$ cat src/hdl/fetch_pkg.sv
// Shared widths and encodings for the RV32 instruction-fetch stage
package fetch_pkg;

  // -----------------------------------------------
  // Widths
  // -----------------------------------------------
  // Address width
  localparam int XLEN = 32;

  // Instruction width without compressed support
  localparam int ILEN = 32;

  // -----------------------------------------------
  // Fetch exceptions
  // -----------------------------------------------
  // Values follow the RISC-V mcause encoding
  typedef enum logic [3:0] {
    EXC_INSTR_MISALIGNED   = 4'd0,
    EXC_INSTR_ACCESS_FAULT = 4'd1
  } except_code_e;

  // -----------------------------------------------
  // Branch predictor counters
  // -----------------------------------------------
  // Two-bit saturating counter
  // MSB set means predict taken
  typedef enum logic [1:0] {
    STRONG_NT = 2'b00,
    WEAK_NT   = 2'b01,
    WEAK_T    = 2'b10,
    STRONG_T  = 2'b11
  } counter_e;

endpackage

$ cat src/hdl/bpu.sv
// Gshare branch predictor with global history, combined with BTB lookup
module bpu import fetch_pkg::*; #(
  parameter int HLEN     = 4,
  parameter int BTB_BITS = 4
) (
  input  logic            clk_i,
  input  logic            reset_i,
  input  logic            flush_i,
  input  logic [XLEN-1:0] pc_i,

  // Resolution from branch unit
  input  logic            res_valid_i,
  input  logic [XLEN-1:0] res_pc_i,
  input  logic            res_taken_i,
  input  logic [XLEN-1:0] res_target_i,
  input  logic            res_mispredict_i,

  output logic            pred_taken_o,
  output logic [XLEN-1:0] pred_target_o
);

  localparam int PHT_SIZE = 2**HLEN;

  logic [HLEN-1:0] history_q;
  counter_e        pht_q [PHT_SIZE];
  logic [HLEN-1:0] pred_idx;
  logic [HLEN-1:0] res_idx;
  counter_e        pred_cnt;
  logic            btb_hit;
  logic [XLEN-1:0] btb_target;

  // Saturating step toward the outcome
  function automatic counter_e next_count(counter_e cnt, logic taken);
    counter_e nxt;
    case (cnt)
      STRONG_NT: nxt = taken ? WEAK_NT  : STRONG_NT;
      WEAK_NT:   nxt = taken ? WEAK_T   : STRONG_NT;
      WEAK_T:    nxt = taken ? STRONG_T : WEAK_NT;
      default:   nxt = taken ? STRONG_T : WEAK_T;
    endcase
    return nxt;
  endfunction

  // -----------------------------------------------
  // Gshare table
  // -----------------------------------------------
  // Word PC bits hashed with global history
  assign pred_idx = pc_i[HLEN+1:2] ^ history_q;
  assign res_idx  = res_pc_i[HLEN+1:2] ^ history_q;
  assign pred_cnt = pht_q[pred_idx];

  always_ff @(posedge clk_i) begin
    if (reset_i) begin
      for (int i = 0; i < PHT_SIZE; i++) begin
        pht_q[i] <= WEAK_NT;
      end
    end else if (res_valid_i) begin
      pht_q[res_idx] <= next_count(pht_q[res_idx], res_taken_i);
    end
  end

  // Flush clears only the history and counters keep training
  always_ff @(posedge clk_i) begin
    if (reset_i || flush_i) begin
      history_q <= '0;
    end else if (res_valid_i) begin
      history_q <= (history_q << 1) | HLEN'(res_taken_i);
    end
  end

  // -----------------------------------------------
  // Target lookup
  // -----------------------------------------------
  btb #(
    .BTB_BITS (BTB_BITS)
  ) u_btb (
    .clk_i        (clk_i),
    .reset_i      (reset_i),
    .pc_i         (pc_i),
    .upd_valid_i  (res_valid_i & res_taken_i),
    .upd_pc_i     (res_pc_i),
    .upd_target_i (res_target_i),
    .hit_o        (btb_hit),
    .target_o     (btb_target)
  );

  // Taken needs both a known target and a taken-leaning counter
  assign pred_taken_o  = btb_hit && (pred_cnt == WEAK_T || pred_cnt == STRONG_T);
  assign pred_target_o = btb_target;

endmodule

$ cat src/hdl/btb.sv
// Direct-mapped branch target buffer holding a tag and target per entry
module btb import fetch_pkg::*; #(
  parameter int BTB_BITS = 4
) (
  input  logic            clk_i,
  input  logic            reset_i,

  // Lookup
  input  logic [XLEN-1:0] pc_i,

  // Update from taken resolutions
  input  logic            upd_valid_i,
  input  logic [XLEN-1:0] upd_pc_i,
  input  logic [XLEN-1:0] upd_target_i,

  output logic            hit_o,
  output logic [XLEN-1:0] target_o
);

  localparam int ENTRIES = 2**BTB_BITS;
  // Upper PC bits above index and byte offset
  localparam int TAG_W   = XLEN - BTB_BITS - 2;

  logic [ENTRIES-1:0]  valid_q;
  logic [TAG_W-1:0]    tag_q    [ENTRIES];
  logic [XLEN-1:0]     target_q [ENTRIES];
  logic [BTB_BITS-1:0] rd_idx;
  logic [BTB_BITS-1:0] wr_idx;
  logic [TAG_W-1:0]    rd_tag;
  logic [TAG_W-1:0]    wr_tag;

  assign rd_idx = pc_i[BTB_BITS+1:2];
  assign rd_tag = pc_i[XLEN-1:BTB_BITS+2];
  assign wr_idx = upd_pc_i[BTB_BITS+1:2];
  assign wr_tag = upd_pc_i[XLEN-1:BTB_BITS+2];

  always_ff @(posedge clk_i) begin
    if (reset_i) begin
      valid_q <= '0;
    end else if (upd_valid_i) begin
      valid_q[wr_idx] <= 1'b1;
    end
  end

  // Last taken branch owns the slot
  always_ff @(posedge clk_i) begin
    if (upd_valid_i) begin
      tag_q[wr_idx]    <= wr_tag;
      target_q[wr_idx] <= upd_target_i;
    end
  end

  assign hit_o    = valid_q[rd_idx] && (tag_q[rd_idx] == rd_tag);
  assign target_o = target_q[rd_idx];

endmodule

$ cat src/hdl/fetch_stage.sv
// Instruction-fetch stage top level joining cache interface, fetch unit and predictor
module fetch_stage import fetch_pkg::*; #(
  parameter int HLEN     = 4,
  parameter int BTB_BITS = 4
) (
  input  logic            clk_i,
  input  logic            reset_i,
  input  logic            flush_i,

  // From/to PC generator
  input  logic [XLEN-1:0] pc_i,
  input  logic            pc_valid_i,
  output logic            fetch_ready_o,

  // To/from instruction cache
  output logic [XLEN-1:0] addr_o,
  output logic            addr_valid_o,
  input  logic            addr_ready_i,
  input  logic [ILEN-1:0] data_i,
  input  logic            data_err_i,
  input  logic            data_valid_i,
  output logic            data_ready_o,

  // To/from decode
  input  logic            issue_ready_i,
  output logic            issue_valid_o,
  output logic [ILEN-1:0] instruction_o,
  output logic            except_o,
  output except_code_e    except_code_o,

  // Prediction for the incoming PC
  output logic            pred_taken_o,
  output logic [XLEN-1:0] pred_target_o,

  // From branch unit
  input  logic            res_valid_i,
  input  logic [XLEN-1:0] res_pc_i,
  input  logic            res_taken_i,
  input  logic [XLEN-1:0] res_target_i,
  input  logic            res_mispredict_i
);

  logic            read_req;
  logic            read_done;
  logic [ILEN-1:0] cache_instr;
  logic            cache_err;
  logic            bpu_flush;

  // -----------------------------------------------
  // Cache interface
  // -----------------------------------------------
  icache_ifc u_icache_ifc (
    .clk_i         (clk_i),
    .reset_i       (reset_i),
    .flush_i       (flush_i),
    .pc_i          (pc_i),
    .read_req_i    (read_req),
    .cache_instr_o (cache_instr),
    .cache_err_o   (cache_err),
    .read_done_o   (read_done),
    .addr_o        (addr_o),
    .addr_valid_o  (addr_valid_o),
    .addr_ready_i  (addr_ready_i),
    .data_i        (data_i),
    .data_err_i    (data_err_i),
    .data_valid_i  (data_valid_i),
    .data_ready_o  (data_ready_o)
  );

  // -----------------------------------------------
  // Fetch unit
  // -----------------------------------------------
  ifu u_ifu (
    .clk_i         (clk_i),
    .reset_i       (reset_i),
    .flush_i       (flush_i),
    .pc_i          (pc_i),
    .pc_valid_i    (pc_valid_i),
    .fetch_ready_o (fetch_ready_o),
    .cache_instr_i (cache_instr),
    .cache_err_i   (cache_err),
    .read_done_i   (read_done),
    .read_req_o    (read_req),
    .issue_ready_i (issue_ready_i),
    .issue_valid_o (issue_valid_o),
    .instruction_o (instruction_o),
    .except_o      (except_o),
    .except_code_o (except_code_o)
  );

  // -----------------------------------------------
  // Branch predictor
  // -----------------------------------------------
  // History survives a mispredict flush since the resolution retrains it
  assign bpu_flush = flush_i & ~res_mispredict_i;

  bpu #(
    .HLEN     (HLEN),
    .BTB_BITS (BTB_BITS)
  ) u_bpu (
    .clk_i            (clk_i),
    .reset_i          (reset_i),
    .flush_i          (bpu_flush),
    .pc_i             (pc_i),
    .res_valid_i      (res_valid_i),
    .res_pc_i         (res_pc_i),
    .res_taken_i      (res_taken_i),
    .res_target_i     (res_target_i),
    .res_mispredict_i (res_mispredict_i),
    .pred_taken_o     (pred_taken_o),
    .pred_target_o    (pred_target_o)
  );

endmodule

$ cat src/hdl/icache_ifc.sv
// I-cache request and response controller for one outstanding access
module icache_ifc import fetch_pkg::*; (
  input  logic            clk_i,
  input  logic            reset_i,
  input  logic            flush_i,

  // From/to fetch unit
  input  logic [XLEN-1:0] pc_i,
  input  logic            read_req_i,
  output logic [ILEN-1:0] cache_instr_o,
  output logic            cache_err_o,
  output logic            read_done_o,

  // Cache address channel
  output logic [XLEN-1:0] addr_o,
  output logic            addr_valid_o,
  input  logic            addr_ready_i,

  // Cache data channel
  input  logic [ILEN-1:0] data_i,
  input  logic            data_err_i,
  input  logic            data_valid_i,
  output logic            data_ready_o
);

  typedef enum logic [1:0] {
    IDLE,
    SEND_ADDR,
    WAIT_DATA,
    DRAIN
  } state_e;

  state_e          state_q;
  state_e          state_d;
  logic [XLEN-1:0] addr_q;
  logic [ILEN-1:0] instr_q;
  logic            err_q;
  logic            pend_q;
  logic            done_q;
  logic            addr_hs;
  logic            data_hs;

  assign addr_hs = addr_valid_o & addr_ready_i;
  assign data_hs = data_valid_i & data_ready_o;

  // -----------------------------------------------
  // Next state
  // -----------------------------------------------
  always_comb begin
    state_d = state_q;
    case (state_q)
      IDLE: begin
        if (read_req_i) begin
          state_d = SEND_ADDR;
        end
      end
      SEND_ADDR: begin
        // Address already taken by the cache so a response is still owed
        if (addr_hs) begin
          state_d = flush_i ? DRAIN : WAIT_DATA;
        end else if (flush_i) begin
          state_d = IDLE;
        end
      end
      WAIT_DATA: begin
        if (data_hs) begin
          state_d = IDLE;
        end else if (flush_i) begin
          state_d = DRAIN;
        end
      end
      default: begin
        // Swallow the stale answer then serve a request queued meanwhile
        if (data_hs) begin
          state_d = ((pend_q | read_req_i) & ~flush_i) ? SEND_ADDR : IDLE;
        end
      end
    endcase
  end

  always_ff @(posedge clk_i) begin
    if (reset_i) begin
      state_q <= IDLE;
    end else begin
      state_q <= state_d;
    end
  end

  // Request arriving while a stale response drains
  always_ff @(posedge clk_i) begin
    if (reset_i || flush_i) begin
      pend_q <= 1'b0;
    end else if (state_q == DRAIN) begin
      pend_q <= data_hs ? 1'b0 : (pend_q | read_req_i);
    end
  end

  // -----------------------------------------------
  // Address and response capture
  // -----------------------------------------------
  always_ff @(posedge clk_i) begin
    if (read_req_i) begin
      addr_q <= pc_i;
    end
    if (state_q == WAIT_DATA && data_hs) begin
      instr_q <= data_i;
      err_q   <= data_err_i;
    end
  end

  // Done pulse only for a live, unflushed access
  always_ff @(posedge clk_i) begin
    if (reset_i) begin
      done_q <= 1'b0;
    end else begin
      done_q <= (state_q == WAIT_DATA) & data_hs & ~flush_i;
    end
  end

  assign addr_o        = addr_q;
  assign addr_valid_o  = (state_q == SEND_ADDR);
  assign data_ready_o  = (state_q == WAIT_DATA) || (state_q == DRAIN);
  assign cache_instr_o = instr_q;
  assign cache_err_o   = err_q;
  assign read_done_o   = done_q;

  // Address must not move while the cache stalls it
  a_addr_stable: assert property (@(posedge clk_i) disable iff (reset_i)
    addr_valid_o && !addr_ready_i |=> $stable(addr_o));

endmodule

$ cat src/hdl/ifu.sv
// Fetch unit with PC acceptance, alignment check and issue register toward decode
module ifu import fetch_pkg::*; (
  input  logic            clk_i,
  input  logic            reset_i,
  input  logic            flush_i,

  // From/to PC generator
  input  logic [XLEN-1:0] pc_i,
  input  logic            pc_valid_i,
  output logic            fetch_ready_o,

  // From/to cache interface
  input  logic [ILEN-1:0] cache_instr_i,
  input  logic            cache_err_i,
  input  logic            read_done_i,
  output logic            read_req_o,

  // From/to decode
  input  logic            issue_ready_i,
  output logic            issue_valid_o,
  output logic [ILEN-1:0] instruction_o,
  output logic            except_o,
  output except_code_e    except_code_o
);

  typedef enum logic [1:0] {
    READY,
    FETCHING,
    HOLDING
  } state_e;

  state_e          state_q;
  state_e          state_d;
  logic            accept;
  logic            misaligned;
  logic            resp_in;
  logic [ILEN-1:0] instr_q;
  logic            except_q;
  except_code_e    code_q;

  // No new PC during a flush cycle
  assign fetch_ready_o = (state_q == READY) & ~flush_i;
  assign accept        = fetch_ready_o & pc_valid_i;
  assign misaligned    = (pc_i[1:0] != 2'b00);
  assign resp_in       = (state_q == FETCHING) & read_done_i;

  // Misaligned PC never reaches the cache
  assign read_req_o = accept & ~misaligned;

  // -----------------------------------------------
  // Control FSM
  // -----------------------------------------------
  always_comb begin
    state_d = state_q;
    case (state_q)
      READY: begin
        if (accept) begin
          state_d = misaligned ? HOLDING : FETCHING;
        end
      end
      FETCHING: begin
        if (flush_i) begin
          state_d = READY;
        end else if (read_done_i) begin
          state_d = HOLDING;
        end
      end
      default: begin
        if (flush_i || issue_ready_i) begin
          state_d = READY;
        end
      end
    endcase
  end

  always_ff @(posedge clk_i) begin
    if (reset_i) begin
      state_q <= READY;
    end else begin
      state_q <= state_d;
    end
  end

  // -----------------------------------------------
  // Issue register
  // -----------------------------------------------
  always_ff @(posedge clk_i) begin
    if (reset_i) begin
      except_q <= 1'b0;
    end else if (accept && misaligned) begin
      except_q <= 1'b1;
    end else if (resp_in) begin
      except_q <= cache_err_i;
    end
  end

  // Instruction zeroed on any exception
  // Code only meaningful with except_o set
  always_ff @(posedge clk_i) begin
    if (accept && misaligned) begin
      instr_q <= '0;
      code_q  <= EXC_INSTR_MISALIGNED;
    end else if (resp_in) begin
      instr_q <= cache_err_i ? '0 : cache_instr_i;
      code_q  <= EXC_INSTR_ACCESS_FAULT;
    end
  end

  assign issue_valid_o = (state_q == HOLDING);
  assign instruction_o = instr_q;
  assign except_o      = except_q;
  assign except_code_o = code_q;

  // Decode back-pressure holds the whole issue bundle
  a_issue_hold: assert property (@(posedge clk_i) disable iff (reset_i)
    issue_valid_o && !issue_ready_i && !flush_i |=>
      issue_valid_o && $stable(instruction_o) && $stable(except_o) &&
      $stable(except_code_o));

endmodule

$ cat config.mk
export PLATFORM = sky130hd
export DESIGN_NAME = fetch_stage
export DESIGN_NICKNAME = d
export VERILOG_FILES = /design/src/hdl/fetch_pkg.sv /design/src/hdl/bpu.sv /design/src/hdl/btb.sv /design/src/hdl/fetch_stage.sv /design/src/hdl/icache_ifc.sv /design/src/hdl/ifu.sv
export SDC_FILE = /design/constraint.sdc
export NUM_CORES = 1
export LEC_CHECK = 0
export BUFFER_PORTS_ARGS = -buffer_cell sky130_fd_sc_hd__buf_2
export CORE_MARGIN = 5
export CORE_UTILIZATION = 55
export CTS_BUF_LIST = sky130_fd_sc_hd__clkbuf_8
export CTS_CLUSTER_DIAMETER = 80
export DETAILED_ROUTE_END_ITERATION = 8
export GPL_TIMING_DRIVEN = 0
export MAX_ROUTING_LAYER = met4
export PLACE_DENSITY = 0.71
export SLEW_MARGIN = 20
export SYNTH_ARGS = -nofsm -noshare
export SYNTH_HDL_FRONTEND = slang
export SYNTH_SLANG_ARGS = --single-unit
$ cat constraint.sdc
create_clock -name clk_i -period 8.9 [get_ports clk_i]
set_input_delay 1.335 -clock clk_i [delete_from_list [all_inputs] [get_ports clk_i]]
set_output_delay 1.335 -clock clk_i [all_outputs]
set_load 0.005 [all_outputs]
==> out/qor.txt <==
GRT
---------------------------------------------------------------------------------
Via count of the first global-routing pass                                 23,170
Overflow left after global routing                                              0
Total global routing track utilization                                     0.2568
Maximum number of pins on one net before global-route repair                   35
Antenna violations before repair                                               13
Wire length of the first global-routing pass                           148,700 um

STA
---------------------------------------------------------------------------------
Normalized max-slew margin                                                 0.3127
Max Clock Freq                                                          150.1 MHz
Final-layout setup total negative slack                                      0 ns
Endpoints failing setup                                                         0
RSZ-0062 raised after global routing                                        false
Least-Margin Pin Slew                                                    1.031 ns
Final-report max-slew violation count                                           0
Tmin final                                                               6.662 ns
Final hold violations                                                           0
Final worst-path cycle share                                               0.7485
Post-Route Skew                                                        0.03225 ns
Final WS setup                                                           2.238 ns

DETAILED ROUTING
---------------------------------------------------------------------------------
Iteration count of the initial detailed-routing pass                            5
First DRT Iteration DRCs                                                    2,308
Number of vias per cell                                                     6.084
Detailed-route wire length per cell                                      28.22 um
Via count                                                                  21,920
Number of remaining DRC errors                                                  0
Final antenna-violating net count                                               0
Wire length after detailed routing                                     101,700 um

SYNTH
---------------------------------------------------------------------------------
Most instantiated flip-flop cell in the synthesis netlist            sky130_fd_sc_hd__edfxtp_1
Count of flip-flops with a built-in enable after synthesis                  1,025
Unique masters post-synth                                                      62
Fraction of synthesis flops using an asynchronous set or reset pin              0
Synth Register Bits                                                         1,085
Post-synthesis sequential area ratio                                       0.7623
Synthesized netlist cell count                                              1,992
Yosys synthesis warning count                                                   0
Post-Syn Area                                                          41,950 um2
Average cell area after synthesis                                       21.06 um2

PWR
---------------------------------------------------------------------------------
Highest ir drop seen on vdd                                             0.1613 mV
Leakage power figure                                                   0.01642 uW
Power density over the cells                                         208.9 nW/um2

CELLS AND AREA
---------------------------------------------------------------------------------
Number of nets in the finished design                                       2,620
Ratio of cells with drive above 1 in the final layout                      0.3420
Final Util                                                                 0.6464
Final standard cell area without fillers                               49,010 um2
# fillers                                                                   5,017
Layout overhead on the synthesized area                                    16.84%

SETUP PATH
---------------------------------------------------------------------------------
Cell Chain, Critical Path                                            buf_2 -> buf_2 -> buf_2 -> buf_2 -> clkbuf_1 -> o21ai_0 -> o22ai_1 -> a21oi_1 -> nand4b_1 -> a2111oi_2 -> buf_2
Slowest stage cell on the critical path                              sky130_fd_sc_hd__clkbuf_1
R2R cell count                                                                  9
Worst reg-to-reg setup slack                                              5.94 ns
Critical Path Sink Type                                               output port
Top fanout value on the critical path                                          10
Startpoint Class                                                     primary input
Cell seen most often among critical-path stages                      sky130_fd_sc_hd__buf_2
R2R Path End                                                         u_bpu.pht_q[11][1]$_SDFFCE_PN0P_
Req. time, crit path                                                      7.57 ns
Largest stage delay, worst path                                           0.79 ns
Critical R2R Launch                                                  u_bpu.history_q[1]$_SDFFE_PP0P_
Crit path arrival time                                                    5.33 ns
Kind of critical path                                                      in2out

STATUS
---------------------------------------------------------------------------------
Run status                                                           finished, final reports clean

CLOCK NETWORK
---------------------------------------------------------------------------------
Hold buffer count at CTS                                                        0
Buffer depth of the longest clock path                                          3
Buffers inserted during post-CTS setup optimization                             0
Total of cells resized after clock tree synthesis                               0
Number of buffers added by the clock tree synthesis step                      170
Clock tree from TritonCTS                                                     yes
H-tree Lvls                                                                     4
Clock latency on the worst-skew pair                                      0.82 ns
Sinks on the clock net                                                      1,085
Root buffer selected by CTS                                          sky130_fd_sc_hd__clkbuf_8
Clock transition at path regs                                             0.06 ns

JOB
---------------------------------------------------------------------------------
Number of max-cap violations                                                    0

FLOORPLANNING
---------------------------------------------------------------------------------
Height of the die                                                        286.2 um
Core Box Area                                                          75,820 um2
Io pins                                                                       245
Starting utilization of the core area                                      0.5533
Die ar.                                                                81,900 um2
Die span in x                                                            286.2 um
Number of standard-cell rows in the floorplan                                 101

WORST HOLD PATH
---------------------------------------------------------------------------------
Worst Hold Path Cells                                                           2
Hold Path Class                                                           reg2reg
Source of the worst hold timing path                                 u_ifu.except_code_o[0]$_SDFFE_PP0P_
Hold Path End                                                        u_ifu.except_code_o[0]$_SDFFE_PP0P_

PLACED DESIGN
---------------------------------------------------------------------------------
Port Buffer Count                                                             235
Placement-stage worst setup slack                                        2.306 ns
Final GP Congestion                                                        0.8813
Post-DP HPWL                                                            68,910 um
Placed Area                                                            45,760 um2

how the worst max path moves through the flow:
stage                            from                               endpoint  cells past startpoint
after detailed placement      pc_i[4]                           pred_taken_o                     11
after global routing          pc_i[4]                           pred_taken_o                     11
after floorplan           res_valid_i      u_bpu.u_btb.tag_q[0][0]$_DFFE_PP_                      4
after CTS                     pc_i[4]                           pred_taken_o                     11
final                         pc_i[4]                           pred_taken_o                     11
after global placement    res_valid_i  u_bpu.u_btb.target_q[2][18]$_DFFE_PP_                      5
Yosys cell counts, types with 4 or more instances:
| cell type | instances | area share |
|---|---|---|
| sky130_fd_sc_hd__and2_1 | 4 | 0.00060 |
| sky130_fd_sc_hd__clkbuf_1 | 48 | 0.0043 |
| sky130_fd_sc_hd__nand3_1 | 20 | 0.0024 |
| sky130_fd_sc_hd__nand2b_1 | 22 | 0.0033 |
| sky130_fd_sc_hd__nor3b_1 | 34 | 0.0061 |
| sky130_fd_sc_hd__buf_6 | 13 | 0.0035 |
| sky130_fd_sc_hd__nor2b_1 | 7 | 0.0010 |
| sky130_fd_sc_hd__mux2_2 | 7 | 0.0019 |
| sky130_fd_sc_hd__o22ai_1 | 5 | 0.00075 |
| sky130_fd_sc_hd__nor2_1 | 127 | 0.011 |
| sky130_fd_sc_hd__inv_1 | 17 | 0.0015 |
| sky130_fd_sc_hd__a221oi_1 | 4 | 0.00084 |
| sky130_fd_sc_hd__xnor2_1 | 24 | 0.0050 |
| sky130_fd_sc_hd__buf_4 | 8 | 0.0014 |
| sky130_fd_sc_hd__a31oi_1 | 9 | 0.0013 |
| sky130_fd_sc_hd__mux2i_1 | 39 | 0.0093 |
| sky130_fd_sc_hd__buf_2 | 31 | 0.0037 |
| sky130_fd_sc_hd__o21ai_0 | 10 | 0.0012 |
| sky130_fd_sc_hd__mux4_2 | 274 | 0.15 |
| sky130_fd_sc_hd__edfxtp_1 | 1025 | 0.73 |
| sky130_fd_sc_hd__nand2_1 | 49 | 0.0044 |
| sky130_fd_sc_hd__nor3_1 | 12 | 0.0014 |
| sky130_fd_sc_hd__nor4_1 | 5 | 0.00075 |
| sky130_fd_sc_hd__xor2_1 | 17 | 0.0035 |
| sky130_fd_sc_hd__buf_1 | 10 | 0.00089 |
| sky130_fd_sc_hd__dfxtp_1 | 60 | 0.029 |
| sky130_fd_sc_hd__a21oi_1 | 49 | 0.0058 |
critical path: cells and delay by family:
kind / cells / cell delay (ns)
buffers and inverters: 6 / 2.18
AO/OA/AOI/OAI: 4 / 1.42
AND/OR/NAND/NOR: 1 / 0.38
layer usage:
layer / vias to the layer above / part of all wire / GRT usage
met5: - / 0 / -
met4: 0 / 0.028 / 0.08569
met3: 184 / 0.080 / 0.05298
met2: 1090 / 0.52 / 0.4268
met1: 11420 / 0.37 / 0.3220
li1: 9228 / - / -
kinds of logic (layout without fill, tap and decap cells):
group / after synthesis / in the layout / share of synthesized area
flops: 1085 / 1085 / 0.7623
compound gates: 114 / 114 / 0.01784
xor+xnor: 42 / 42 / 0.009216
simple gates: 296 / 296 / 0.03403
fa+ha+maj: 1 / 1 / 0.0002684
buf+inv: 129 / 746 / 0.01551
mux: 324 / 324 / 0.1607
other cells: 1 / 17 / 0.00008939
report_power, final:
part	leakage, uW	internal, uW	total (uW)	switching, uW
registers	0.00971	5650	5670	17.6
clock network	0.00182	2040	3960	1910
logic	0.00490	257	614	358
total	0.0164	7950	10200	2290
final cells by class:
class                           count  area, um2  area share
Inverter                           19      71.32    0.001455
Tap cell                          978       1224     0.02497
Timing Repair Buffer              315       2461     0.05021
Sequential cell                  1085      31980      0.6525
Clock inverter                    120      711.9     0.01453
Antenna cell                       14      35.03   0.0007148
Buffer                            110      581.8     0.01187
Multi-Input combinational cell    780       9443      0.1927
Clock buffer                      182       2505     0.05111
state kept, by name, indices dropped and copies added, names as in the netlist:
| name | count |
|---|---|
| u_bpu.history_q | 4 |
| u_ifu.except_code_o | 1 |
| u_icache_ifc.cache_err_o | 1 |
| u_bpu.pht_q | 32 |
| u_icache_ifc.pend_q | 1 |
| u_bpu.u_btb.tag_q | 416 |
| u_ifu.state_q | 2 |
| u_bpu.u_btb.target_q | 512 |
| u_ifu.instruction_o | 32 |
| u_icache_ifc.read_done_o | 1 |
| u_ifu.except_o | 1 |
| u_icache_ifc.state_q | 2 |
| u_bpu.u_btb.valid_q | 16 |
| u_icache_ifc.addr_o | 32 |
| u_icache_ifc.cache_instr_o | 32 |
cell usage in the layout, fill, tap and decap left out, types with 9 or more instances in the layout:
master,Yosys,layout
sky130_fd_sc_hd__inv_1,17,66
sky130_fd_sc_hd__nand3_1,20,20
sky130_fd_sc_hd__buf_16,0,19
sky130_fd_sc_hd__nor2_1,127,115
sky130_fd_sc_hd__clkbuf_1,48,46
sky130_fd_sc_hd__buf_4,8,37
sky130_fd_sc_hd__buf_2,31,266
sky130_fd_sc_hd__dfxtp_1,60,60
sky130_fd_sc_hd__nand2_1,49,49
sky130_fd_sc_hd__nand2b_1,22,22
sky130_fd_sc_hd__mux4_2,274,274
sky130_fd_sc_hd__buf_6,13,24
sky130_fd_sc_hd__mux2i_1,39,39
sky130_fd_sc_hd__buf_12,0,21
sky130_fd_sc_hd__a21oi_1,49,49
sky130_fd_sc_hd__buf_1,10,10
sky130_fd_sc_hd__diode_2,0,14
sky130_fd_sc_hd__clkinv_2,0,11
sky130_fd_sc_hd__clkinv_1,0,40
sky130_fd_sc_hd__o21ai_0,10,10
sky130_fd_sc_hd__a31oi_1,9,9
sky130_fd_sc_hd__edfxtp_1,1025,1025
sky130_fd_sc_hd__xnor2_1,24,24
sky130_fd_sc_hd__nor2_4,0,12
sky130_fd_sc_hd__xor2_1,17,17
sky130_fd_sc_hd__nor3b_1,34,34
sky130_fd_sc_hd__clkbuf_8,0,182
stage by stage:
step | power [uW] | hold slack (ns) | std cells
global placement | 6361 | 0.4327 | 3207
finish | 10240 | 0.4572 | 3603
CTS | 10320 | 0.4597 | 3589
global route | 10610 | 0.4835 | 3600
detailed placement | 6393 | 0.4501 | 3287
floorplan | 6124 | 0.4348 | 1994
(Power assumes the default switching activity.)
